==> src/design/fetch_consts.svh <==
`ifndef FETCH_CONSTS_SVH
`define FETCH_CONSTS_SVH

// Instruction word and PC width
`define FETCH_WORD_W 32

// Instruction memory size in words
`define FETCH_MEM_DEPTH 2048

// Memory index width, taken from the low PC bits
`define FETCH_ADDR_W 11

// All-ones word marks the end of a program
`define FETCH_HALT_WORD 32'hFFFF_FFFF

`endif
==> src/design/fetch_pkg.sv <==
`include "fetch_consts.svh"

package fetch_pkg;

	//////////////////////////////////////////////////////////////////////
	// Next address source
	//////////////////////////////////////////////////////////////////////

	// PC_SEQ means no redirect, the others are taken
	typedef enum logic [1:0]
	{
		PC_SEQ    = 2'd0,
		PC_BRANCH = 2'd1,
		PC_JUMP   = 2'd2,
		PC_REG    = 2'd3
	} pc_src_e;

	// Redirect request from the later stages
	typedef struct packed
	{
		pc_src_e                  src;
		logic [`FETCH_WORD_W-1:0] branch_target;
		logic [`FETCH_WORD_W-1:0] jump_target;
		logic [`FETCH_WORD_W-1:0] reg_target;
	} redirect_t;

	//////////////////////////////////////////////////////////////////////
	// Debug loader and IF/ID record
	//////////////////////////////////////////////////////////////////////

	// Level debug freezes the stage, write is a one-cycle strobe
	typedef struct packed
	{
		logic                     debug;
		logic                     write;
		logic [`FETCH_WORD_W-1:0] addr;
		logic [`FETCH_WORD_W-1:0] data;
	} load_t;

	// Record handed to decode
	typedef struct packed
	{
		logic [`FETCH_WORD_W-1:0] instruction;
		logic [`FETCH_WORD_W-1:0] pc_next;
		logic                     valid;
	} ifid_t;

endpackage

==> src/design/pc_sequencer.sv <==
`timescale 1ns/1ns
`include "fetch_consts.svh"

module pc_sequencer
(
	input  logic                     clk,
	input  logic                     reset,
	input  fetch_pkg::redirect_t     redirect,
	input  logic                     stall,
	input  logic                     debug,
	input  fetch_pkg::ifid_t         ifid,
	output logic [`FETCH_WORD_W-1:0] pc,
	output logic [`FETCH_WORD_W-1:0] pc_plus1,
	output logic                     flush,
	output logic                     advance,
	output logic                     halted
);
	import fetch_pkg::*;

	// Selected next address
	logic [`FETCH_WORD_W-1:0] pc_target;
	// Redirect requested this cycle
	logic taken;
	// Whole stage frozen
	logic hold;
	// Halt word sitting in IF/ID
	logic halt_seen;

	//////////////////////////////////////////////////////////////////////
	// Address arithmetic
	//////////////////////////////////////////////////////////////////////

	// Word addressed, so the next sequential PC is plus one
	assign pc_plus1 = pc + `FETCH_WORD_W'(1);

	// Any source other than sequential counts as taken
	assign taken = (redirect.src != PC_SEQ);

	// Next address mux
	always_comb
	begin
		case (redirect.src)
			PC_BRANCH: pc_target = redirect.branch_target;
			PC_JUMP:   pc_target = redirect.jump_target;
			PC_REG:    pc_target = redirect.reg_target;
			default:   pc_target = pc_plus1;
		endcase
	end

	//////////////////////////////////////////////////////////////////////
	// Priority: debug, halted, stall, redirect, advance
	//////////////////////////////////////////////////////////////////////

	// Top three priorities all freeze everything
	assign hold = debug | halted | stall;

	// Redirect flushes the fetched slot
	assign flush = ~hold & taken;

	// Plain sequential capture
	assign advance = ~hold & ~taken;

	//////////////////////////////////////////////////////////////////////
	// PC register
	//////////////////////////////////////////////////////////////////////

	// Redirect target or pc+1, both come through the mux
	always_ff @(posedge clk)
	begin
		if (reset)
		begin
			pc <= '0;
		end
		else if (!hold)
		begin
			pc <= pc_target;
		end
	end

	//////////////////////////////////////////////////////////////////////
	// Sticky halt
	//////////////////////////////////////////////////////////////////////

	// Whole word compare, only a valid slot counts
	assign halt_seen = ifid.valid && (ifid.instruction == `FETCH_HALT_WORD);

	// Stays set until reset
	always_ff @(posedge clk)
	begin
		if (reset)
		begin
			halted <= 1'b0;
		end
		else if (halt_seen)
		begin
			halted <= 1'b1;
		end
	end

endmodule

==> config.mk <==
export PLATFORM = sky130hd
export DESIGN_NAME = pc_sequencer
export DESIGN_NICKNAME = d
export VERILOG_FILES = /design/src/design/fetch_pkg.sv /design/src/design/pc_sequencer.sv
export VERILOG_INCLUDE_DIRS = /design/src /design/src/design
export SDC_FILE = /design/constraint.sdc
export NUM_CORES = 1
export LEC_CHECK = 0
export BUFFER_PORTS_ARGS = -buffer_cell sky130_fd_sc_hd__buf_2
export CAP_MARGIN = 30
export CELL_PAD_IN_SITES_DETAIL_PLACEMENT = 1
export CELL_PAD_IN_SITES_GLOBAL_PLACEMENT = 1
export CORE_AREA = 2 2 116 118
export CTS_BUF_LIST = sky130_fd_sc_hd__clkbuf_8
export DETAILED_ROUTE_END_ITERATION = 6
export DIE_AREA = 0 0 118 120
export PLACE_DENSITY_LB_ADDON = 0.05
export SYNTH_ARGS = -nofsm -noshare
export SYNTH_HDL_FRONTEND = slang
export SYNTH_SLANG_ARGS = --single-unit
==> constraint.sdc <==
create_clock -name clk -period 2.1 [get_ports clk]
set_input_delay 0 -clock clk [delete_from_list [all_inputs] [get_ports clk]]
set_output_delay 0 -clock clk [all_outputs]
set_load 0.03 [all_outputs]
After elaboration in Yosys (flattened, before gate mapping)

Index checks and enable logic that the tools add are counted.
Widths: inputs -> output; s select.

Flip-flop bits (word level): 33
Input port bits: 167
Output and inout port bits: 67
Logic and storage cells: 16

$add $sub $neg: 1
Equal/unequal tests: 4
Multiplexer cells: 1
Bitwise gates (word level): 6
Reduce and logical (&&, ||, !) cells: 2

Operator list:

| operator              | number |
|---|---|
| $pmux 32 s3           | 1 |
| $add 32x1->32 const B | 1 |
| $eq 32x32->1 const B  | 1 |
| $eq 2x2->1 const B    | 2 |
| $and 1x1->1           | 2 |
| $eq 2x1->1 const B    | 1 |
| $not 1->1             | 2 |
| $or 1x1->1            | 2 |
| $reduce_bool 2->1     | 1 |
| $logic_and 1x1->1     | 1 |

Longest topological paths before layout

Gate-level depths: netlist of the first run.

Depth after elaboration: 4
Gate-level depth with buffers: 8
Gate-level depth less buffers: 5

Worst setup path after synthesis of the first run

No wires, ideal clock.

Kind: register to output
Start: reg pc[12]
End: out pc_plus1[26]
Arrival time: 2.463 ns
Data required time: 2.100 ns
Path slack: -0.363 ns
Stages on the path, launching flop included: 7
Path buffers: 2
Cells stage by stage: dfxtp_1 buf_2 nand4_4 or4_4 buf_6 or3_4 xnor2_1

Cells in the longest elaborated chain, start to end: 1

RTL lines:

| item                   | RTL line           | text |
|---|---|---|
| start, declared        | pc_sequencer.sv:12 | `` output logic [`FETCH_WORD_W-1:0] pc, `` |
| start signal, assigned | pc_sequencer.sv:76 | `pc <= pc_target;` |
| $add 32x1->32          | pc_sequencer.sv:34 | `` assign pc_plus1 = pc + `FETCH_WORD_W'(1); `` |
| end, declared          | pc_sequencer.sv:13 | `` output logic [`FETCH_WORD_W-1:0] pc_plus1, `` |

No other way between the ends.

Worst setup path in the final report of the first run

Start: reg pc[14]
End: out pc_plus1[26]

Same word-level chain as after synthesis.

==> results of run 1 <==
## per-stage QoR
| step | utilization (%) | cell area, um2 |
|---|---|---|
| final | 39.3 | 5100 |
| after global routing | 39.3 | 5100 |
| after CTS | 38.3 | 4970 |
| after detailed placement | 36.9 | 4800 |
| after global placement | 36.9 | 4800 |
| after floorplan | - | 3370 |
## flip-flops by register name (all words and copies together) (netlist names)
name    count
halted      1
pc         32
## cell families after synthesis
kind of cell             after synthesis  share of synthesized area, %
multiplexers                          33                          11.7
flip-flops                            33                          20.2
AO/OA/AOI/OAI                        114                          26.8
XOR/XNOR                              28                          7.50
AND/OR/NAND/NOR                      162                          27.4
adder cells (fa/ha/maj)                1                         0.382
buffers and inverters                 47                          6.00
## worst min-delay path: stages
cell and delay, ns:
buf_2 0.07, and3_1 0.13, a31oi_1 0.07, nor2_1 0.07
## what timing repair did
item / CTS / global route
gates resized for setup: 14 / 17
setup buffers: 1 / 8
pin swaps: 3 / 9
cloned: 0 / 0
endpoints found under the setup margin: 10 / 17
## routing by layer
layer	part of all wire, %	up-vias	track usage (%)
met2	49	151	39.4
met3	5.8	9	3.80
met4	0.75	0	3.92
li1	-	2086	-
met5	0	-	0
met1	44	2083	29.8
## synthesized netlist by cell type (3+ instances only)
library cell  count  area share [%]
a221o_1          12             3.7
a311oi_1          3            0.80
nor2b_1           7             1.3
o2bb2ai_1         9             2.4
buf_2            10             1.5
a22oi_1           9             2.1
o211ai_1         11             2.5
a21oi_1          13             2.0
o21ai_0          14             2.1
mux2_2           21             7.2
dfxtp_1          33              20
inv_1             8            0.92
nor2_1           24             2.8
o32a_1            5             1.5
o2111ai_1         3            0.80
xnor2_1          18             4.8
or4_1             3            0.69
nand2_1          29             3.3
a31oi_1           6             1.1
nor3_1           16             2.4
nand4_1          19             3.6
and4_1            4             1.1
mux2i_1          10             3.1
o311ai_0          9             2.4
clkbuf_1         25             2.9
xor2_1           10             2.7
or3_1            10             1.9
o311a_1           3            0.92
nand3_1          25             3.8
a221oi_1          3            0.80
nor4_1            8             1.5
## worst min-delay path by stage
stage	startpoint	slack, ns	to	depth (start not counted)
3_5_place_dp	redirect[78]	0.36	pc[14]$_SDFFE_PP0P_	4
6_report	ifid[50]	0.07	halted$_SDFFE_PP0P_	4
4_1_cts	redirect[78]	0.07	pc[14]$_SDFFE_PP0P_	4
2_1_floorplan	reset	0.22	pc[13]$_SDFFE_PP0P_	3
3_3_place_gp	redirect[78]	0.36	pc[14]$_SDFFE_PP0P_	4
5_1_grt	redirect[76]	0.1	pc[12]$_SDFFE_PP0P_	4
## final cells by class
cell class,instances,area (um2)
clock inverters,2,33.8
clock buffers,6,82.6
flip-flops and latches,33,693
multi-input cells,338,2590
fillers,1665,7880
well taps,176,220
repair buffers,255,1440
inverters,10,37.5
## report_power, final
part	switching (mW)	internal, mW
clock	0.276	0.383
sequential	0.0436	0.661
combinational	0.455	0.326
==> run summary, run 1 <==
status: finished, violations left
failing checks: setup timing
library cells used by synthesis: 61
FF+latch count, synth: 33
worst r2r src: pc[0]$_SDFFE_PP0P_
Max IR drop VDD: 0.192 mV
ys async rst share: 0%
Worst Tran Pin Value: 0.594 ns
Area Overhead vs Synth: 55.9%
Worst path depth: 5
Clk Tree Root Cell: clkbuf_8
IO Pins: 234
crit-path cells: nand4_4 > or4_4 > or3_4 > xnor2_4 > buf_6
CTS clk-pin slew, worst paths: 0.08 ns
CTS buffer count: 5
Core Footprint: 13000 um2
Total Wirelength: 16.3 mm
Worst path max stage delay: 0.59 ns
Initial Util: 25.2%
worst r2r dst: pc[28]$_SDFFE_PP0P_
Die X: 118 um
P per Cell Area: 420 nW/um2
Post-Layout Cell Count: 820
most common cell after layout, fill and taps aside: buf_2
yosys warns: 0
Worst setup EP type: output port
Power, Total: 2.14 mW
Port-buffer cells: 201
Initial DRC Count: 204
Avg WL per Cell: 19.9 um
Antenna Nets Post-Route: 0
max_cap viols: 0
Die Span Y: 120 um
commonest cells after routing, fill and taps aside: buf_2 (198), buf_4 (54), nand2_1 (29)
CP endpoint: pc_plus1[26]
Pre-Repair DR Iteration Count: 4
H-tree depth: 2
DIE AREA: 14200 um2
GR Overflow Total: 0
largest net degree at the start of global routing: 43
row count: 42
Post-Place Worst Slack: 0.136 ns
synthesized area per cell: 7.83 um2
clk buf depth: 2
fmax: 473 MHz
final setup margin: -0.0158 ns
minimum clock period after layout: 2.12 ns
number of synthesized flops with an enable pin: 0
setup_tns: -0.0158 ns
cell count after placement: 803
Post-Synthesis Cells: 418
cell area after synthesis: 3270 um2
RSZ-0062 raised after global routing: yes
crit path DAT: 2.12 ns
Main synth FF type: dfxtp_1
slowest cell on the critical path: or4_4
worst min-delay path category: input pin to flip-flop
final hold slack: 0.0748 ns
gpl congestion: 0.837
Final setup violation count: 1
Post-Syn Nets: 586
CTS tree: yes
vias in the first global route: 4477
Via density: 5.28
Detailed Place HPWL: 12.7 mm
Final #Nets: 811
max-slew violation total from the final report: 0
WP buf/inv: 1
DR vias: 4329
crit path kind: flip-flop to output port
Worst EP required: 2.10 ns
CP max FO: 7
critical path launch point type: flip-flop
number of antenna diodes: 0
sequential area share after synthesis: 20.2%
clock skew: 0.0131 ns
Final Cycle Share: 101%
Skew-Pair Late Insertion Delay: 0.29 ns
quantity of hold-fixing buffers added after cts: 0
layout cells sized above 1: 52.0%
r2r setup slk: 0.16 ns
CP delay by family, top: simple AND/OR/NAND/NOR gates
R2R depth: 5
first-pass GRT wire length: 25.1 mm
CP startpoint: pc[14]$_SDFFE_PP0P_
drc violations: 0
final hold violations: 0
initial antenna violation count: 0
clock sink total: 33
Slew HR: 60.4%
P_leak: 2.25 nW
Total GRT Usage: 22.7%
Note: power is estimated with default switching activity, not from simulation.
==> run 2: changes to the inputs <==
--- a/config.mk
+++ b/config.mk
@@ -10,10 +10,10 @@
 export CAP_MARGIN = 30
 export CELL_PAD_IN_SITES_DETAIL_PLACEMENT = 1
 export CELL_PAD_IN_SITES_GLOBAL_PLACEMENT = 1
-export CORE_AREA = 2 2 116 118
+export CORE_AREA = 2 2 138 99
 export CTS_BUF_LIST = sky130_fd_sc_hd__clkbuf_8
 export DETAILED_ROUTE_END_ITERATION = 6
-export DIE_AREA = 0 0 118 120
+export DIE_AREA = 0 0 140 101
 export PLACE_DENSITY_LB_ADDON = 0.05
 export SYNTH_ARGS = -nofsm -noshare
 export SYNTH_HDL_FRONTEND = slang
==> run summary, run 2 (synthesis results as in run 1) <==
RSZ-0062 raised after global routing: yes
Total Wirelength: 15.7 mm
IO Pins: 234
Slew HR: 62.2%
most common cell after layout, fill and taps aside: buf_2
Final Cycle Share: 103%
DIE AREA: 14100 um2
Max IR drop VDD: 0.203 mV
Clk Tree Root Cell: clkbuf_8
vias in the first global route: 4634
Avg WL per Cell: 19.5 um
CTS tree: yes
max_cap viols: 0
final setup margin: -0.0560 ns
Final #Nets: 807
Fillers: 1645
minimum clock period after layout: 2.16 ns
CTS clk-pin slew, worst paths: 0.09 ns
clock sink total: 33
Antenna Nets Post-Route: 0
Total GRT Usage: 22.4%
switch share: 36.4%
Power, Total: 2.14 mW
Area Overhead vs Synth: 54.3%
Pre-Repair DR Iteration Count: 6
status: finished, violations left
met3 usage: 4.99%
cell count after placement: 791
met1 Resource Use GR: 29.4%
Die Span Y: 101 um
P per Cell Area: 424 nW/um2
Biggest register: pc
Comb power frac: 35.6%
largest registers: pc x32, halted x1
max reg flops: 32
clk buf depth: 2
Worst Tran Pin Value: 0.566 ns
met2 usage: 38.5%
commonest cells after routing, fill and taps aside: buf_2 (193), buf_4 (51), nand2_1 (29)
Final setup violation count: 3
Detailed Place HPWL: 12.1 mm
critical path launch point type: flip-flop
CP max FO: 8
busiest grt layer: met2
Via density: 5.35
GR Overflow Total: 0
first-pass GRT wire length: 25.1 mm
Port-buffer cells: 201
clock skew: 0.0170 ns
failing checks: DRC, setup timing
drc violations: 13
Initial DRC Count: 228
P_leak: 2.23 nW
H-tree depth: 2
crit path kind: flip-flop to output port
Die X: 140 um
Worst EP required: 2.10 ns
final hold violations: 0
layout cells sized above 1: 51.2%
r2r setup slk: 0.16 ns
largest net degree at the start of global routing: 30
worst min-delay path category: input pin to flip-flop
DR vias: 4310
Sw Pwr: 0.779 mW
Skew-Pair Late Insertion Delay: 0.31 ns
Post-Place Worst Slack: 0.153 ns
crit path DAT: 2.16 ns
initial antenna violation count: 0
cell-internal power: 1.36 mW
Clock power frac: 31.4%
CTS buffer count: 5
Post-Layout Cell Count: 806
gpl congestion: 0.824
row count: 35
max-slew violation total from the final report: 0
number of antenna diodes: 0
Initial Util: 25.3%
Flop pwr share: 33.0%
Core Footprint: 12900 um2
fmax: 464 MHz
Worst setup EP type: output port
-- run 2: cell count changes in the layout (fill, tap and decap cells not counted), sizes merged --
cell    delta
clkbuf     +5
buf        -9
-- run 2: final cells by class --
| type | instances | area (um2) | share of cell area [%] |
|---|---|---|---|
| clock buffers | 6 | 82.6 | 1.64 |
| clock inverters | 2 | 33.8 | 0.669 |
| inverters | 10 | 37.5 | 0.743 |
| multi-input cells | 338 | 2570 | 51.0 |
| flip-flops and latches | 33 | 696 | 13.8 |
| well taps | 166 | 208 | 4.11 |
| repair buffers | 251 | 1420 | 28.1 |
-- run 2: worst max-delay path, stage by stage, from the launching register on --
cell,delay (ns)
dfxtp_4,0.40
nand4_4,0.11
or4_4,0.60
or3_4,0.44
xnor2_4,0.14
buf_6,0.14
-- run 2: through the flow --
step	cell area (um2)	utilization (%)	setup TNS [ns]	hold slack, ns
after detailed placement	4770	36.9	0	0.384
after floorplan	3370	-	0	0.224
after global placement	4770	36.9	0	0.359
final	5050	39.1	-0.0668	0.0726
after global routing	5050	39.1	-0.442	0.0918
after CTS	4960	38.4	-0.116	0.0598
-- run 2: metal layers --
| metal | vias to the layer above | wire length (um) | part of all wire (%) |
|---|---|---|---|
| met5 | - | 0 | 0 |
| met4 | 0 | 91 | 0.58 |
| met3 | 8 | 966 | 6.1 |
| met2 | 149 | 7350 | 47 |
| met1 | 2074 | 7330 | 47 |
| li1 | 2079 | - | - |
-- run 2: what timing repair did --
item / CTS / global route
resized for setup: 14 / 16
buffers inserted: 2 / 5
endpoints found under the setup margin: 11 / 16
endpoints found under the hold margin: 0 / 0
pin swaps: 3 / 4
hold buffers: 0 / 0
-- run 2: worst paths after layout --
check / to / start / depth (start not counted)
setup / recovery: pc_plus1[26] / pc[14]$_SDFFE_PP0P_ / 5
hold / removal: pc[6]$_SDFFE_PP0P_ / reset / 2
setup reg to reg: pc[21]$_SDFFE_PP0P_ / halted$_SDFFE_PP0P_ / 4
hold reg to reg: pc[0]$_SDFFE_PP0P_ / pc[0]$_SDFFE_PP0P_ / 2
-- run 2: power groups by stage --
stage / sequential, mW / combinational (mW) / clock [mW]
4_1_cts: 0.708 / 0.766 / 0.688
5_1_grt: 0.713 / 0.827 / 0.712
3_5_place_dp: 0.724 / 0.757 / 0
3_3_place_gp: 0.721 / 0.743 / 0
2_1_floorplan: 0.797 / 0.353 / 0
6_report: 0.706 / 0.763 / 0.672
