===== config.mk =====
export PLATFORM = sky130hd
export DESIGN_NAME = fetch_latch
export DESIGN_NICKNAME = d
export VERILOG_FILES = /design/src/design/fetch_pkg.sv /design/src/design/fetch_latch.sv
export VERILOG_INCLUDE_DIRS = /design/src /design/src/design
export SDC_FILE = /design/constraint.sdc
export NUM_CORES = 1
export LEC_CHECK = 0
export BUFFER_PORTS_ARGS = -buffer_cell sky130_fd_sc_hd__buf_4
export CAP_MARGIN = 25
export CORE_UTILIZATION = 37
export DETAILED_ROUTE_END_ITERATION = 16
export HOLD_SLACK_MARGIN = 0.1
export MAX_ROUTING_LAYER = met4
export PLACE_DENSITY = 0.8
export SYNTH_ARGS = -nofsm -noshare
export SYNTH_HDL_FRONTEND = slang
export SYNTH_SLANG_ARGS = --single-unit

===== constraint.sdc =====
create_clock -name clk -period 1.3 [get_ports clk]
set_clock_uncertainty 0.2 [all_clocks]
set_input_delay 0.26 -clock clk [delete_from_list [all_inputs] [get_ports clk]]
set_output_delay 0.26 -clock clk [all_outputs]
set_load 0.005 [all_outputs]

===== src/design/fetch_consts.svh =====
`ifndef FETCH_CONSTS_SVH
`define FETCH_CONSTS_SVH

// Instruction word and PC width
`define FETCH_WORD_W 32

// Instruction memory size in words
`define FETCH_MEM_DEPTH 2048

// Memory index width, taken from the low PC bits
`define FETCH_ADDR_W 11

// All-ones word marks the end of a program
`define FETCH_HALT_WORD 32'hFFFF_FFFF

`endif

===== src/design/fetch_pkg.sv =====
`include "fetch_consts.svh"

package fetch_pkg;

	//////////////////////////////////////////////////////////////////////
	// Next address source
	//////////////////////////////////////////////////////////////////////

	// PC_SEQ means no redirect, the others are taken
	typedef enum logic [1:0]
	{
		PC_SEQ    = 2'd0,
		PC_BRANCH = 2'd1,
		PC_JUMP   = 2'd2,
		PC_REG    = 2'd3
	} pc_src_e;

	// Redirect request from the later stages
	typedef struct packed
	{
		pc_src_e                  src;
		logic [`FETCH_WORD_W-1:0] branch_target;
		logic [`FETCH_WORD_W-1:0] jump_target;
		logic [`FETCH_WORD_W-1:0] reg_target;
	} redirect_t;

	//////////////////////////////////////////////////////////////////////
	// Debug loader and IF/ID record
	//////////////////////////////////////////////////////////////////////

	// Level debug freezes the stage, write is a one-cycle strobe
	typedef struct packed
	{
		logic                     debug;
		logic                     write;
		logic [`FETCH_WORD_W-1:0] addr;
		logic [`FETCH_WORD_W-1:0] data;
	} load_t;

	// Record handed to decode
	typedef struct packed
	{
		logic [`FETCH_WORD_W-1:0] instruction;
		logic [`FETCH_WORD_W-1:0] pc_next;
		logic                     valid;
	} ifid_t;

endpackage


===== src/design/fetch_latch.sv =====
`timescale 1ns/1ns
`include "fetch_consts.svh"

module fetch_latch
(
	input  logic                     clk,
	input  logic                     reset,
	input  logic [`FETCH_WORD_W-1:0] instruction,
	input  logic [`FETCH_WORD_W-1:0] pc_plus1,
	input  logic                     advance,
	input  logic                     flush,
	output fetch_pkg::ifid_t         ifid
);

	// Return address of the fetched word
	logic [`FETCH_WORD_W-1:0] pc_next_q;
	// Slot holds a real instruction
	logic valid_q;

	//////////////////////////////////////////////////////////////////////
	// IF/ID side registers
	//////////////////////////////////////////////////////////////////////

	// Same enables as the memory output register
	always_ff @(posedge clk)
	begin
		if (reset)
		begin
			pc_next_q <= '0;
			valid_q <= 1'b0;
		end
		else if (flush)
		begin
			// Bubble after a taken redirect
			pc_next_q <= '0;
			valid_q <= 1'b0;
		end
		else if (advance)
		begin
			pc_next_q <= pc_plus1;
			valid_q <= 1'b1;
		end
	end

	// Instruction already registered inside the memory
	assign ifid = '{
		instruction: instruction,
		pc_next:     pc_next_q,
		valid:       valid_q
	};

endmodule


# --- Word level (Yosys, flattened, before mapping) ---
# Index checks and enable logic that the tools add are counted.
op_classes:
  n_reduce_logical: 1
ops:
  columns: ["op", "n"]
  rows:
  - ["2-bit OR reduction", 1]
word_totals:
  reg_bits: 33
  inputBits: 68
  out_inout_bits: 65

# --- Depth between registers and ports, before layout ---
# Gate-level depths: netlist of run 1.
depth:
  depth_word: 1
  ltp_mapped: 4
  depth_no_buf: 2

# --- Least setup slack after synthesis of run 1 ---
# Ideal clock, no wire load.
synth_timing:
  kind: "input to register"
  start: "input port advance"
  end: "register pc_next_q[0]"
  arrival_ns: 0.774
  path_slack_ns: 0.211
  path_stages: 4
  n_path_buf: 2
  cell_sequence: "buf_4 buf_6 mux2i_1 nor2_1"
synth_rtl:
  columns: ["item", "line", "rtl"]
  rows:
  - ["from (decl)", "fetch_latch.sv:10", "input logic advance,"]
  - ["to (signal assigned)", "fetch_latch.sv:40", "pc_next_q <= pc_plus1;"]
  - ["to (decl)", "fetch_latch.sv:16", "logic [`FETCH_WORD_W-1:0] pc_next_q;"]

# --- Worst setup path in the final report of run 1 ---
layout_timing:
  start: "register pc_next_q[12]"
  end: "output port ifid[13] (netlist name)"
layout_rtl:
  columns: ["item", "line", "rtl"]
  rows:
  - ["to (decl)", "fetch_latch.sv:12", "output fetch_pkg::ifid_t ifid"]
# No word-level cell between the ends.

==> results of run 1 <==
[per-layer routing]
layer	up-vias	wire length [um]	part of all wire, %
met5	-	0	0
met4	0	61	2.0
met3	9	259	8.5
met2	63	1560	51
met1	496	1160	38
li1	561	-	-
[power groups by stage]
stage,clock (mW),sequential (mW),combinational (mW)
3_3_place_gp,0,1.08,0.266
2_1_floorplan,0,1.09,0.213
5_1_grt,0.831,1.07,0.377
3_5_place_dp,0,1.08,0.269
6_report,0.738,1.06,0.347
4_1_cts,0.781,1.06,0.345
[logic make-up after synthesis]
kind of cell           after synthesis  share of synthesized area [%]
buffers and inverters               41                           23.6
multiplexers                        32                           21.9
AND/OR/NAND/NOR                     35                           9.32
flip-flops                          33                           45.2
[what timing repair did]
action	4_1_cts	5_1_grt
setup buffers	0	0
hold buffers	32	0
hold endpoints to repair	32	0
[final cells by class]
class / count / area (um2) / area share (%)
clock buffers: 7 / 86.3 / 4.02
multi-input cells: 67 / 457 / 21.2
flip-flops and latches: 33 / 661 / 30.7
well taps: 48 / 60.1 / 2.79
repair buffers: 104 / 886 / 41.2
[per-stage QoR]
step | cells | hold slack, ns | total power, mW
floorplan | 141 | 0.207 | 1.30
global placement | 220 | 0.248 | 1.35
detailed placement | 220 | 0.270 | 1.35
CTS | 259 | 0.117 | 2.19
global route | 259 | 0.140 | 2.27
finish | 259 | 0.131 | 2.15
[flip-flops by register name (all words and copies together) (netlist names)]
name / cells
valid_q: 1
pc_next_q: 32
[cell usage in the layout (no fill, tap or decap)]
cell type / netlist / routed
buf_12: 0 / 2
buf_4: 34 / 70
clkbuf_1: 0 / 1
clkbuf_8: 0 / 6
dfxtp_1: 33 / 33
dlygate4sd3_1: 0 / 32
mux2i_1: 32 / 32
nor2_1: 33 / 33
nor2_2: 1 / 1
or2_1: 1 / 1
[worst register-to-register path, stage by stage, from the launching register on]
cell	delay [ns]
dfxtp_1	0.31
mux2i_1	0.15
nor2_1	0.05
[Yosys cell counts]
master,instances
buf_4,34
buf_8,3
dfxtp_1,33
mux2i_1,32
nor2_1,33
buf_6,4
or2_1,1
nor2_2,1
[how the worst min path moves through the flow]
stage	cells after the start	end
after floorplan	2	pc_next_q[0]
after global placement	2	valid_q
after detailed placement	2	valid_q
after CTS	3	pc_next_q[18]
after global routing	3	pc_next_q[18]
final	3	pc_next_q[18]
==> results.txt, run 1 <==
LEAKAGE -> 1.05 nW
# Max-Cap Violations -> 0
CTS clk-pin slew, worst paths -> 0.06 ns
outcome -> completed
Crit path arrival time -> 0.74 ns
register area share after synthesis -> 45.2%
routed len/inst -> 11.7 um
DR vias/cell -> 4.36
Hold Violations, Final -> 0
final setup margin -> 0.102 ns
R2R Path Start -> pc_next_q[17]
Seq cells post-synth -> 33
Synth area leader -> dfxtp_1
Clock Path Buffers -> 2
Core Util, Final -> 57.8%
total die area -> 4210 um2
Hold Crit Class -> primary input to register
Overall Global Routing Usage -> 16.0%
Crit path buffers/inverters -> 1
Max VDD drop -> 0.483 mV
Antenna Nets Post-Route -> 0
sequential share of power -> 49.5%
share of cells above drive strength 1 -> 37.4%
io pins -> 133
first-pass GRT wire length -> 4.84 mm
post-CTS resize count -> 0
M3 GR Usage -> 7.04%
clock power share -> 34.4%
Initial Utilization -> 39.4%
Diodes inserted -> 0
routed vias -> 1129
Worst setup endpoint -> ifid[13]
DRT Pass-1 Iters -> 3
r2r worst-path depth -> 2
Syn Inst Count -> 141
Final Wtd Congestion -> 0.615
critical path depth in cells -> 1
placed cell area -> 1740 um2
Mapped Area -> 1460 um2
GRT overflow -> 0
CTS Root Cell -> clkbuf_8
largest net degree at the start of global routing -> 20
Row Count -> 22
Hold Startpoint -> advance
final setup fails -> 0
Final nets -> 279
total wire length -> 3.04 mm
Clock Sinks -> 33
Die H -> 64.9 um
crit-path cells -> buf_4
Post-Place Worst Slack -> 0.0928 ns
switching power total -> 0.451 mW
syn_area_per_cell -> 10.4 um2
IO buf count -> 68
worst skew pair latency -> 0.27 ns
H-tree lvl count -> 2
Worst R2R Setup Slack -> 0.47 ns
max-slew violation count -> 0
DRC Markers -> 0
layer with the highest usage -> met2
Core Area -> 3720 um2
unrepaired setup endpoints after global routing -> false
Crit path largest cell delay -> 0.35 ns
CP Class -> register to primary output
CP startpoint -> pc_next_q[12]
TritonCTS Buffers -> 5
vias in the first global route -> 1112
TritonCTS clock tree -> done
top cells by area, synth -> dfxtp_1 (45%), mux2i_1 (22%), buf_4 (17%)
Ys Warns -> 0
DIE WIDTH -> 64.9 um
hpwl dp -> 1.85 mm
Crit Path Max Fanout -> 2
switching part of the total -> 21.0%
final period utilization -> 92.1%
post-synth cell types -> 8
Layout area overhead -> 47.0%
internal power -> 1.70 mW
Top delay family on crit path -> flip-flops
Least-Margin Pin Slew -> 0.156 ns
Starting DRT DRC Count -> 29
Layout fillers -> 349
Synth top area share -> 45.2%
Worst Path Required -> 0.84 ns
final worst path period need -> 1.20 ns
Pwr Density -> 999 nW/um2
worst r2r dst -> pc_next_q[17]
relative slew slack -> 89.3%
CP max stage cell -> dfxtp_1
Synth Net Count -> 209
met1 Resource Use GR -> 15.9%
Comb pwr share -> 16.1%
f_max -> 0.835 GHz
GRT met2 Usage -> 26.7%
initial antenna violation count -> 0
TNS Setup -> 0 ns
Setup crit end kind -> primary output
final instance area -> 2150 um2
Setup crit start kind -> register
Power figures use the tool's default switching activity.
==> inputs of run 2 (changes only) <==
- CELL_PAD_IN_SITES_DETAIL_PLACEMENT: default -> 1
- CELL_PAD_IN_SITES_GLOBAL_PLACEMENT: default -> 1
- CORE_UTILIZATION: 37 -> 25
- PLACE_DENSITY: 0.8 -> default
- PLACE_DENSITY_LB_ADDON: default -> 0.1
==> run 2 against run 1 <==
Net effect: die area increased by 46%; power decreased by 0.70%; utilization decreased by 19 points; combinational power increased by 3%; critical path type unchanged.
==> results.txt, run 2 (same netlist as run 1, synthesis figures left out) <==
Layout area overhead -> 49.4%
share of cells above drive strength 1 -> 36.8% (-0.65 points)
Top delay family on crit path -> flip-flops
TritonCTS Buffers -> 5 (unchanged)
Starting DRT DRC Count -> 19 (-34%)
total die area -> 6160 um2 (+46%)
Hold Crit Class -> primary input to register
critical path depth in cells -> 1 (unchanged)
Final nets -> 279 (unchanged)
CTS clk-pin slew, worst paths -> 0.07 ns (about the same)
GRT overflow -> 0 (unchanged)
Clock Path Buffers -> 2 (unchanged)
DRC Markers -> 0 (unchanged)
Overall Global Routing Usage -> 13.1% (-2.9 points)
Hold Path Cell Cnt -> 4 (+1)
max-slew violation count -> 0 (unchanged)
Core Area -> 5570 um2 (+50%)
r2r worst-path depth -> 2 (unchanged)
CP Class -> register to primary output
post-CTS resize count -> 0 (unchanged)
Layout fillers -> 632 (+81%)
LEAKAGE -> 1.05 nW (about the same)
final setup fails -> 0 (unchanged)
Biggest register -> pc_next_q
Pwr Density -> 976 nW/um2 (-2.3%)
largest net degree at the start of global routing -> 34 (+70%)
CTS Root Cell -> clkbuf_8
placed cell area -> 1790 um2 (+2.4%)
Crit path arrival time -> 0.74 ns (about the same)
outcome -> completed
Die H -> 78.5 um (+21%)
Crit path largest cell delay -> 0.35 ns (about the same)
max reg flops -> 32 (unchanged)
# Max-Cap Violations -> 0 (unchanged)
Crit path buffers/inverters -> 1 (unchanged)
vias in the first global route -> 1346 (+21%)
Final Wtd Congestion -> 0.650 (+5.8%)
Crit Path Max Fanout -> 2 (unchanged)
Worst R2R Setup Slack -> 0.47 ns (about the same)
crit-path cells -> buf_4
TNS Setup -> 0 ns (unchanged)
Diodes inserted -> 0 (unchanged)
H-tree lvl count -> 2 (unchanged)
io pins -> 133 (unchanged)
IO buf count -> 68 (unchanged)
f_max -> 0.831 GHz (-0.48%)
Core Util, Final -> 39.2% (-19 points)
first-pass GRT wire length -> 6.00 mm (+24%)
Hold Violations, Final -> 0 (unchanged)
final period utilization -> 92.6% (+0.44 points)
Clock Sinks -> 33 (unchanged)
DRT Pass-1 Iters -> 2 (-1)
routed len/inst -> 13.3 um (+13%)
Setup crit end kind -> primary output
Max VDD drop -> 0.378 mV (-22%)
Hold WS -> 0.226 ns (+0.0947 ns)
Initial Utilization -> 26.2% (-13 points)
CP startpoint -> pc_next_q[22]
worst r2r dst -> pc_next_q[7]
final worst path period need -> 1.20 ns (+0.00573 ns)
Total Power -> 2.13 mW (-0.70%)
TritonCTS clock tree -> done
unrepaired setup endpoints after global routing -> false
Worst Path Required -> 0.84 ns (about the same)
most frequent cells in the layout -> buf_4 (69), nor2_1 (33), dfxtp_1 (33)
R2R Path Start -> pc_next_q[7]
Row Count -> 27 (+23%)
Largest regs -> pc_next_q x32, valid_q x1
commonest non-fill, non-tap cell in the layout -> buf_4
relative slew slack -> 89.1% (-0.20 points)
Least-Margin Pin Slew -> 0.159 ns (+0.00285 ns)
DIE WIDTH -> 78.5 um (+21%)
DR vias/cell -> 4.21 (-3.5%)
Worst setup endpoint -> ifid[23]
Setup crit start kind -> register
worst skew pair latency -> 0.27 ns (about the same)
CP max stage cell -> dfxtp_1
initial antenna violation count -> 0 (unchanged)
routed vias -> 1195 (+5.8%)
final instance area -> 2190 um2 (+1.7%)
total wire length -> 3.78 mm (+24%)
hpwl dp -> 2.58 mm (+39%)
Antenna Nets Post-Route -> 0 (unchanged)
[run 2: how the worst min path moves through the flow]
stage / startpoint / end / slack (ns)
after detailed placement: valid_q / valid_q / 0.27
after CTS: advance / valid_q / 0.22
after global placement: valid_q / valid_q / 0.25
final: advance / valid_q / 0.23
after floorplan: pc_plus1[0] / pc_next_q[0] / 0.21
after global routing: advance / valid_q / 0.25
[run 2: through the flow]
step / worst slack (ns) / cells
2_1_floorplan: 0.211 / 141
3_3_place_gp: 0.133 / 244
3_5_place_dp: 0.0846 / 244
4_1_cts: 0.0747 / 284
5_1_grt: 0.0532 / 284
6_report: 0.0965 / 284
[run 2: what timing repair did]
| action | 4_1_cts | 5_1_grt |
|---|---|---|
| hold buffers | 32 | 0 |
| buffers inserted | 0 | 0 |
| endpoints found under the hold margin | 32 | 0 |
[run 2: where the power goes]
part	internal [mW]	switching, mW
logic	0.237	0.120
registers	1.05	0.0184
clock network	0.380	0.333
[run 2: worst reg2reg max path: cells and delay by family, from the launching register on]
family        cells  cell delay, ns
simple gates      1            0.06
flops             1            0.32
mux               1            0.14
[run 2: metal layers]
metal / global-route usage, % / wire (um)
met5: - / 0
met4: 10.0 / 166
met1: 11.0 / 1290
met2: 23.7 / 2040
met3: 4.65 / 277
[run 2: final cells by class]
class                           instances  area [um2]  area share [%]
Multi-Input combinational cell         67         457            20.9
Clock buffer                            8        80.1            3.66
Timing Repair Buffer                  104         898            41.1
Tap cell                               72        90.1            4.12
Sequential cell                        33         661            30.2
==> inputs of run 3 (changes only) <==
- BUFFER_PORTS_ARGS: -buffer_cell sky130_fd_sc_hd__buf_4 -> -buffer_cell sky130_fd_sc_hd__buf_2
- CORE_ASPECT_RATIO: default -> 0.75
==> run 3 against run 2 <==
Net effect: design area shrank 8.0%; global-route usage shrank 1.2 points; power shrank 2.0%; critical path depth is the same; fmax shrank 0.35%; sequential share of layout area grew 2.6 points; routed wire length shrank 7.7%; via count shrank 6.1%; first-iteration DRC count shrank 42%; register-to-register slack is essentially flat; clock power grew 2%; cell count grew 0.70%; critical path type unchanged; highest routed layer unchanged.
==> results.txt, run 3 (same netlist as run 1, synthesis figures left out) <==
H-tree lvl count -> 2 (unchanged)
worst skew pair latency -> 0.27 ns (about the same)
Crit Path Max Fanout -> 2 (unchanged)
Crit path buffers/inverters -> 1 (unchanged)
max reg flops -> 32 (unchanged)
io pins -> 133 (unchanged)
Worst Path Required -> 0.84 ns (about the same)
CTS Root Cell -> clkbuf_8
Hold WS -> 0.278 ns (+0.0515 ns)
routed vias -> 1122 (-6.1%)
Pwr Density -> 1040 nW/um2 (+6.5%)
Diodes inserted -> 0 (unchanged)
IO buf count -> 68 (unchanged)
f_max -> 0.828 GHz (-0.35%)
Layout area overhead -> 37.6%
Clock Path Buffers -> 2 (unchanged)
most frequent cells in the layout -> buf_2 (68), nor2_1 (33), dfxtp_1 (33)
Setup crit end kind -> primary output
Crit path largest cell delay -> 0.34 ns (about the same)
largest net degree at the start of global routing -> 34 (unchanged)
DIE WIDTH -> 90.3 um (+15%)
LEAKAGE -> 1.02 nW (-3.4%)
TritonCTS clock tree -> done
Final nets -> 278 (-0.36%)
vias in the first global route -> 1204 (-11%)
Clock Sinks -> 33 (unchanged)
Starting DRT DRC Count -> 11 (-8)
final period utilization -> 92.9% (+0.32 points)
total wire length -> 3.49 mm (-7.7%)
Antenna Nets Post-Route -> 0 (unchanged)
TritonCTS Buffers -> 5 (unchanged)
Row Count -> 23 (-15%)
outcome -> completed
commonest non-fill, non-tap cell in the layout -> buf_2
Overall Global Routing Usage -> 12.0% (-1.2 points)
CP max stage cell -> dfxtp_1
Largest regs -> pc_next_q x32, valid_q x1
Hold Crit Class -> register to register
total die area -> 6160 um2 (about the same)
postcts setup bufs -> 0 (unchanged)
CTS clk-pin slew, worst paths -> 0.07 ns (about the same)
Hold Violations, Final -> 0 (unchanged)
relative slew slack -> 89.4% (+0.36 points)
CP Class -> register to primary output
DRC Markers -> 0 (unchanged)
Core Area -> 5500 um2 (-1.4%)
Crit path arrival time -> 0.75 ns (about the same)
Final Wtd Congestion -> 0.673 (+3.4%)
routed len/inst -> 12.2 um (-8.3%)
Die H -> 68.2 um (-13%)
crit-path cells -> buf_2
max-slew violation count -> 0 (unchanged)
Biggest register -> pc_next_q
GRT overflow -> 0 (unchanged)
hpwl dp -> 2.31 mm (-10%)
Least-Margin Pin Slew -> 0.154 ns (-0.00518 ns)
DR vias/cell -> 3.92 (-6.8%)
Top delay family on crit path -> flip-flops
Max VDD drop -> 0.453 mV (+20%)
post-CTS resize count -> 0 (unchanged)
DRT Pass-1 Iters -> 2 (unchanged)
Setup crit start kind -> register
Initial Utilization -> 26.6% (+0.37 points)
first-pass GRT wire length -> 5.55 mm (-7.4%)
final worst path period need -> 1.21 ns (+0.00417 ns)
# Max-Cap Violations -> 0 (unchanged)
initial antenna violation count -> 0 (unchanged)
TNS Setup -> 0 ns (unchanged)
final setup fails -> 0 (unchanged)
Layout fillers -> 650 (+2.8%)
unrepaired setup endpoints after global routing -> false
share of cells above drive strength 1 -> 36.5% (-0.30 points)
-- run 3: power by group --
| part | switching [mW] | leakage, nW | internal [mW] |
|---|---|---|---|
| logic | 0.114 | 0.710 | 0.189 |
| clock network | 0.346 | 0.0395 | 0.380 |
| registers | 0.0165 | 0.269 | 1.05 |
-- run 3: worst paths after layout --
path | slack (ns) | from | cells past startpoint | end
worst max-delay path | 0.09 | pc_next_q[21] | 1 | ifid[22]
worst min-delay path | 0.28 | valid_q | 2 | valid_q
worst min register to register | 0.28 | valid_q | 2 | valid_q
worst max register to register | 0.47 | pc_next_q[8] | 2 | pc_next_q[8]
-- run 3: metal layers --
metal	routed length (um)	global-route usage [%]	vias to the layer above	part of all wire, %
met5	0	-	-	0
met4	55	6.05	0	1.6
met3	245	4.22	17	7.0
met2	1720	21.2	54	49
met1	1460	12.2	496	42
li1	-	-	555	-
-- run 3: stage by stage --
| stage | util, % | total power [mW] | instance area, um2 | worst slack [ns] | std cells |
|---|---|---|---|---|---|
| final | 36.6 | 2.09 | 2010 | 0.0923 | 286 |
| after global routing | 36.6 | 2.21 | 2010 | 0.0497 | 286 |
| after detailed placement | 29.3 | 1.32 | 1610 | 0.110 | 246 |
| after floorplan | - | 1.30 | 1460 | 0.211 | 141 |
| after global placement | 29.3 | 1.31 | 1610 | 0.140 | 246 |
| after CTS | 36.6 | 2.13 | 2010 | 0.0803 | 286 |
-- run 3: what timing repair did --
item / 4_1_cts / 5_1_grt
hold endpoints to repair: 32 / 0
hold buffers: 32 / 0
setup endpoints to repair: 0 / 0
-- run 3: area by class of cell --
cell class                      count  area, um2  area share [%]
Sequential cell                    33        661            32.8
Clock buffer                        8       80.1            3.98
Timing Repair Buffer              103        721            35.8
Multi-Input combinational cell     67        457            22.7
Tap cell                           75       93.8            4.66
